`src/hw/triviumPkg.sv`:
```
package triviumPkg;

    // Cipher dimensions
    localparam int KeyBits    = 80;    // Key and IV width
    localparam int StateBits  = 288;   // Full Trivium state
    localparam int InitRounds = 1152;  // Warm-up rounds before keystream

    // Register lengths of the three NLFSRs
    localparam int RegABits = 93;
    localparam int RegBBits = 84;
    localparam int RegCBits = 111;

    typedef logic [KeyBits-1:0] keyT;  // Byte 0 in bits 7..0
    typedef logic [KeyBits-1:0] ivT;

    // Byte-reversed load request from loader to core
    typedef struct packed {
        keyT key;
        ivT  iv;
    } initVecT;

    // Register view of the state with regA at the low end
    typedef struct packed {
        logic [RegCBits-1:0] regC;  // s178..s288
        logic [RegBBits-1:0] regB;  // s94..s177
        logic [RegABits-1:0] regA;  // s1..s93
    } trivRegsT;

    // Flat index i holds Trivium bit s(i+1)
    typedef union packed {
        logic [StateBits-1:0] flat;  // Load and tap view
        trivRegsT             regs;  // Shift view
    } trivStateT;

endpackage
```
`src/hw/triviumTop.sv`:
```
`timescale 1ns/1ps

module triviumTop import triviumPkg::*; #(
    parameter int BitsPerCycle = 8,    // Power-of-two rounds per clock
    parameter int BlockBits    = 256   // Keystream bits per run
) (
    input  logic                 CLK,
    input  logic                 RSTn,
    input  logic                 EN,
    input  keyT                  Kin,
    input  logic                 Krdy,
    input  ivT                   Din,
    input  logic                 Drdy,
    output logic [BlockBits-1:0] Dout,
    output logic                 BSY,
    output logic                 Kvld,
    output logic                 Dvld
);

    initVecT                 loadVec;
    logic                    start;
    logic [BitsPerCycle-1:0] ksBits;
    logic                    ksValid;
    logic                    runDone;

    keyIvLoader keyIvLoader_inst (
        .CLK     (CLK),
        .RSTn    (RSTn),
        .EN      (EN),
        .Kin     (Kin),
        .Krdy    (Krdy),
        .Din     (Din),
        .Drdy    (Drdy),
        .runDone (runDone),
        .loadVec (loadVec),
        .start   (start),
        .Kvld    (Kvld),
        .BSY     (BSY)
    );

    triviumCore #(
        .BitsPerCycle (BitsPerCycle)
    ) triviumCore_inst (
        .CLK     (CLK),
        .RSTn    (RSTn),
        .EN      (EN),
        .loadVec (loadVec),
        .start   (start),
        .runDone (runDone),
        .ksBits  (ksBits),
        .ksValid (ksValid)
    );

    // Ends the run when the block is full
    keystreamPacker #(
        .BitsPerCycle (BitsPerCycle),
        .BlockBits    (BlockBits)
    ) keystreamPacker_inst (
        .CLK     (CLK),
        .RSTn    (RSTn),
        .EN      (EN),
        .ksBits  (ksBits),
        .ksValid (ksValid),
        .Dout    (Dout),
        .Dvld    (Dvld),
        .runDone (runDone)
    );

endmodule

```
`src/hw/keystreamPacker.sv`:
```
`timescale 1ns/1ps

module keystreamPacker #(
    parameter int BitsPerCycle = 8,
    parameter int BlockBits    = 256
) (
    input  logic                    CLK,
    input  logic                    RSTn,
    input  logic                    EN,
    input  logic [BitsPerCycle-1:0] ksBits,
    input  logic                    ksValid,
    output logic [BlockBits-1:0]    Dout,
    output logic                    Dvld,
    output logic                    runDone
);

    localparam int Groups = BlockBits / BitsPerCycle;  // Groups per block
    localparam int CntW   = $clog2(Groups + 1);

    logic [BlockBits-1:0] asmReg;   // Block under assembly
    logic [BlockBits-1:0] asmNext;
    logic [CntW-1:0]      grpCnt;
    logic                 lastGrp;

    assign lastGrp = (grpCnt == CntW'(Groups - 1));
    assign asmNext = (asmReg << BitsPerCycle) | BlockBits'(ksBits);  // Oldest bits rise to MSB

    // Core and loader finish with the final group
    assign runDone = ksValid && lastGrp;

    always_ff @(posedge CLK) begin
        if (EN && ksValid) begin
            asmReg <= asmNext;
        end
    end

    always_ff @(posedge CLK) begin
        if (!RSTn) begin
            grpCnt <= '0;
            Dvld   <= 1'b0;
            Dout   <= '0;
        end else if (EN) begin
            Dvld <= 1'b0;
            if (ksValid) begin
                if (lastGrp) begin
                    Dout   <= asmNext;  // Held until next block
                    Dvld   <= 1'b1;
                    grpCnt <= '0;
                end else begin
                    grpCnt <= grpCnt + 1'b1;
                end
            end
        end
    end

endmodule

```
`src/hw/triviumCore.sv`:
```
`timescale 1ns/1ps

module triviumCore import triviumPkg::*; #(
    parameter int BitsPerCycle = 8
) (
    input  logic                    CLK,
    input  logic                    RSTn,
    input  logic                    EN,
    input  initVecT                 loadVec,
    input  logic                    start,
    input  logic                    runDone,
    output logic [BitsPerCycle-1:0] ksBits,
    output logic                    ksValid
);

    localparam int CntW = $clog2(InitRounds + 1);

    trivStateT       state;
    trivStateT       stateNext;
    logic [CntW-1:0] roundCnt;  // Init rounds done so far
    logic            running;
    logic            initDone;

    assign initDone = (roundCnt == CntW'(InitRounds));
    assign ksValid  = running && initDone;

    // BitsPerCycle rounds chained within one clock
    always_comb begin : roundUnroll
        trivStateT s;
        logic      t1;
        logic      t2;
        logic      t3;
        s = state;
        for (int i = 0; i < BitsPerCycle; i++) begin
            t1 = s.flat[65] ^ s.flat[92];    // s66 ^ s93
            t2 = s.flat[161] ^ s.flat[176];  // s162 ^ s177
            t3 = s.flat[242] ^ s.flat[287];  // s243 ^ s288
            ksBits[BitsPerCycle-1-i] = t1 ^ t2 ^ t3;  // Earliest round on MSB
            t1 = t1 ^ (s.flat[90] & s.flat[91]) ^ s.flat[170];
            t2 = t2 ^ (s.flat[174] & s.flat[175]) ^ s.flat[263];
            t3 = t3 ^ (s.flat[285] & s.flat[286]) ^ s.flat[68];
            // Each register moves one place up and takes its feedback at the bottom
            s.regs.regA = {s.regs.regA[RegABits-2:0], t3};
            s.regs.regB = {s.regs.regB[RegBBits-2:0], t1};
            s.regs.regC = {s.regs.regC[RegCBits-2:0], t2};
        end
        stateNext = s;
    end

    // Idle, warm-up, then keystream until the packer is full
    always_ff @(posedge CLK) begin
        if (!RSTn) begin
            running  <= 1'b0;
            roundCnt <= '0;
        end else if (EN) begin
            if (start) begin
                running  <= 1'b1;
                roundCnt <= '0;
            end else if (running) begin
                if (runDone) begin
                    running <= 1'b0;  // Block complete
                end else if (!initDone) begin
                    roundCnt <= roundCnt + CntW'(BitsPerCycle);
                end
            end
        end
    end

    // Cipher state
    always_ff @(posedge CLK) begin
        if (EN) begin
            if (start) begin
                // 111 on top, IV at s94..s173, key at s1..s80
                state.flat <= {3'b111, 112'b0, loadVec.iv, 13'b0, loadVec.key};
            end else if (running) begin
                state <= stateNext;
            end
        end
    end

endmodule

```
`src/hw/keyIvLoader.sv`:
```
`timescale 1ns/1ps

module keyIvLoader import triviumPkg::*; (
    input  logic    CLK,
    input  logic    RSTn,
    input  logic    EN,
    input  keyT     Kin,
    input  logic    Krdy,
    input  ivT      Din,
    input  logic    Drdy,
    input  logic    runDone,
    output initVecT loadVec,
    output logic    start,
    output logic    Kvld,
    output logic    BSY
);

    localparam int NumBytes = KeyBits / 8;

    logic keyAccept;
    logic ivAccept;

    // Byte 0 of the input word ends up in the top byte
    function automatic keyT byteRev(input keyT w);
        keyT r;
        for (int b = 0; b < NumBytes; b++) begin
            r[KeyBits-1-8*b -: 8] = w[8*b +: 8];
        end
        return r;
    endfunction

    assign keyAccept = Krdy && !BSY;
    assign ivAccept  = Drdy && Kvld && !BSY;  // Needs a stored key

    // Key and IV words
    always_ff @(posedge CLK) begin
        if (EN) begin
            if (keyAccept) begin
                loadVec.key <= byteRev(Kin);
            end
            if (ivAccept) begin
                loadVec.iv <= byteRev(Din);
            end
        end
    end

    always_ff @(posedge CLK) begin
        if (!RSTn) begin
            Kvld  <= 1'b0;
            BSY   <= 1'b0;
            start <= 1'b0;
        end else if (EN) begin
            start <= ivAccept;  // Single pulse per accepted IV
            if (keyAccept) begin
                Kvld <= 1'b1;   // Sticky until reset
            end
            if (ivAccept) begin
                BSY <= 1'b1;
            end else if (runDone) begin
                BSY <= 1'b0;    // Drops together with Dvld
            end
        end
    end

endmodule

```
`config.mk`:
```
export PLATFORM = sky130hd
export DESIGN_NAME = triviumTop
export DESIGN_NICKNAME = d
export VERILOG_FILES = /design/src/hw/triviumPkg.sv /design/src/hw/triviumTop.sv /design/src/hw/keystreamPacker.sv /design/src/hw/triviumCore.sv /design/src/hw/keyIvLoader.sv
export SDC_FILE = /design/constraint.sdc
export NUM_CORES = 1
export LEC_CHECK = 0
export BUFFER_PORTS_ARGS = -buffer_cell sky130_fd_sc_hd__buf_2
export CORE_ASPECT_RATIO = 0.6
export CORE_MARGIN = 4
export CORE_UTILIZATION = 50
export CTS_BUF_LIST = sky130_fd_sc_hd__clkbuf_4 sky130_fd_sc_hd__clkbuf_8 sky130_fd_sc_hd__clkbuf_16
export CTS_CLUSTER_DIAMETER = 120
export DETAILED_ROUTE_END_ITERATION = 10
export PLACE_DENSITY = 0.78
export SKIP_CTS_REPAIR_TIMING = 1
export SLEW_MARGIN = 20
export SYNTH_ARGS = -nofsm -noshare
export SYNTH_HDL_FRONTEND = slang
export SYNTH_HIERARCHICAL = 1
export SYNTH_SLANG_ARGS = --single-unit
```
`constraint.sdc`:
```
create_clock -name CLK -period 8.42 [get_ports CLK]
set_input_delay 0.421 -clock CLK [delete_from_list [all_inputs] [get_ports CLK]]
set_output_delay 0.421 -clock CLK [all_outputs]
set_load 0.01 [all_outputs]
```
==> impl_metrics.tcl <==
set metrics [dict create \
    synthMuxAreaShare 0.1223 \
    ys_seq_area_frac 0.7365 \
    die-width_um 353.7 \
    worst_setup_path_end_kind "flop" \
    hold_viol_final 0 \
    p_leak_uw 0.01541 \
    core_um2 70470 \
    synth_edf_count 696 \
    fp-row-count 75 \
    synth_largest_area_cell "edfxtp_1" \
    io_buffer_count 423 \
    final_nets 3082 \
    finalCritPeriodShare 0.4295 \
    clkPwrFrac 0.425 \
    fmax_ghz 0.2765 \
    cp-start-kind "flop" \
    status "completed" \
    synthAdderAreaFrac 0.0006980 \
    critPathMaxFanout 132 \
    ios 424 \
    clock_path_buffers 3 \
    setup_viol 0 \
    grt_pass1_wl_mm 112.7 \
    first_global_vias 19690 \
    areaGrowthSynthToFinish_pct 19.79 \
    tns_ns 0 \
    drv_slew 0 \
    tritoncts "yes" \
    tightest_slew_ns 1.330 \
    dominantRegCellSynth "edfxtp_1" \
    async_reset_ff_frac 0 \
    combPwrFrac 0.028 \
    clkTransAtPathRegs_ns 0.07 \
    synth_area_per_cell_um2 15.25 \
    drt-total-wl_mm 80.19 \
    drcViolationCount 0 \
    synthSimpleGateAreaFrac 0.08669 \
    htreeDepth 3 \
    synth_seq_cells 971 \
    p_sw_uw 1929 \
    met1_usage 0.2656 \
    antenna_found_initial 3 \
    dr.pass1.iters 5 \
    rsz0062_at_grt "false" \
    yosysMostFrequentCell "edfxtp_1" \
    vias 20290 \
    fp.dieArea_um2 76190 \
    criticalPathCategory "reg -> reg" \
    grtUsageMet2 0.2999 \
    crit_required_ns 8.68 \
    synth-compound-area-share 0.006317 \
    power_frac_seq 0.547 \
    fp.dieH_um 215.4 \
    numCtsBuffers 86 \
    power_density_nw_per_um2 219.6 \
    grtUsageTotal 0.1895 \
    drive_gt1_frac 0.2549 \
    slew_headroom 0.1134 \
    max_cap_violations 0 \
    internal_power_uw 7501 \
    clock_tree.root_cell "clkbuf_16" \
    post-route-min-period_ns 3.616 \
    hold_path.class "in -> reg" \
    synth_xor_area_frac 0.02174 \
    ant_nets 0 \
    post_drt_wl_per_cell_um 20.31 \
    synth_cells 2351 \
    power.total_uw 9429 \
    synth_area_leaders "edfxtp_1 (58%), dfxtp_1 (15%), mux2i_1 (7.2%), nand2_1 (5.8%), mux2_2 (5.0%)" \
    busiest_layer "met2" \
    skew_ns 0.02348 \
    yosysUniqueCellTypes 53 \
    grt_use_met3 0.03814 \
    hpwl_mm 47.97 \
    yosysTopAreaCellShare 0.5829 \
    synth_warnings 6 \
    syn_nets 2518 \
    avgViaCountPerCell 5.138 \
    globalRouteOverflowTotal 0 \
    peakVddDrop_mv 0.1657 \
    initial_core_util 0.5087 \
    grt_start_max_net_pins 204 \
    netSwitchingFraction 0.2046 \
    arrival_ns 3.87 \
    insertion_delay_ns 0.64 \
    place_congestion 0.8266 \
    cts_sinks 971 \
    synth_top_family_by_area "multiplexers" \
    drtIter0Drc 1836 \
    syn_area_um2 35850 \
    synth_common_cells "edfxtp_1 (696), nand2_1 (552), dfxtp_1 (275), mux2i_1 (258), mux2_2 (160)" \
]
through the flow:
step	util	cell area, um^2	setup WS, ns	cells	hold WS [ns]
3_3_place_gp	0.5456	38450	4.952	3628	0.4291
5_1_grt	0.6094	42950	4.523	3949	0.1834
4_1_cts	0.5864	41320	4.818	3787	-0.09700
6_report	0.6094	42950	4.804	3949	0.2108
2_1_floorplan	-	35850	1.675	2351	0.4262
3_5_place_dp	0.5456	38450	4.842	3628	0.4337
cell usage in the layout (no fill, tap or decap), types with 6 or more instances in the layout:
cell / netlist / routed
clkinv_2: 0 / 9
clkinv_1: 0 / 14
buf_4: 3 / 9
mux2_2: 160 / 160
xor2_1: 16 / 16
nor2_1: 9 / 9
clkbuf_16: 0 / 88
clkbuf_4: 0 / 24
edfxtp_1: 696 / 696
buf_2: 21 / 422
nand2_1: 552 / 552
o21ai_0: 6 / 6
xnor2_1: 73 / 73
mux2i_1: 258 / 258
dlygate4sd3_1: 0 / 160
dfxtp_1: 275 / 274
nand3_1: 8 / 8
clkbuf_8: 0 / 7
nor2b_1: 120 / 120
worst max-delay path, cell delays in order, from the launching register on:
cell,delay (ns)
dfxtp_4,1.01
o21ai_1,0.42
inv_8,0.76
buf_4,0.89
flip-flops by register name (all words and copies together) (netlist names):
| name | cells |
|---|---|
| keystreamPacker_inst/Dout | 256 |
| keyIvLoader_inst/BSY | 1 |
| keyIvLoader_inst/start | 1 |
| keystreamPacker_inst/grpCnt | 6 |
| keystreamPacker_inst/Dvld | 1 |
| triviumCore_inst/running | 1 |
| triviumCore_inst/state | 288 |
| triviumCore_inst/roundCnt | 8 |
| keystreamPacker_inst/asmReg | 248 |
| keyIvLoader_inst/loadVec | 160 |
| keyIvLoader_inst/Kvld | 1 |
path summary, 6_finish.rpt:
path	from	to	slack (ns)	cells after the start
max reg2reg	keyIvLoader_inst/start$_SDFFE_PN0P_	triviumCore_inst/state[136]$_DFFE_PP_	4.80	3
min reg2reg	keystreamPacker_inst/asmReg[102]$_DFFE_PP_	keystreamPacker_inst/asmReg[110]$_DFFE_PP_	0.44	0
min	Drdy	keyIvLoader_inst/BSY$_SDFFE_PN0P_	0.21	3
max	keyIvLoader_inst/start$_SDFFE_PN0P_	triviumCore_inst/state[136]$_DFFE_PP_	4.80	3
cell families after synthesis:
group / after synthesis
xor gates and xnor gates: 89
buffers and inverters: 127
DFF: 971
and+or+nand+nor: 716
AOI/OAI and AO/OA: 28
muxes: 418
adders and majority gates: 2
final cells by class:
type	instances	area, um^2
clock buffers	119	2479
fillers	4977	27530
flip-flops and latches	971	26410
clock inverters	40	392.9
inverters	6	31.28
multi-input cells	1253	8533
diodes	1	2.502
well taps	962	1204
repair buffers	597	3896
routing by layer:
layer  vias to the layer above  wire length, um
met1                     10120            33900
met4                         0             2449
met3                       141             4867
met2                       614            38970
met5                         -                0
li1                       9413                -
power by group through the flow:
stage | clock [uW] | sequential (uW) | combinational [uW]
global placement | 0 | 5250 | 191
finish | 4010 | 5150 | 266
detailed placement | 0 | 5260 | 199
CTS | 4050 | 5150 | 200
global route | 4290 | 5150 | 289
floorplan | 0 | 5250 | 126
Note: power is estimated with default switching activity, not from simulation.
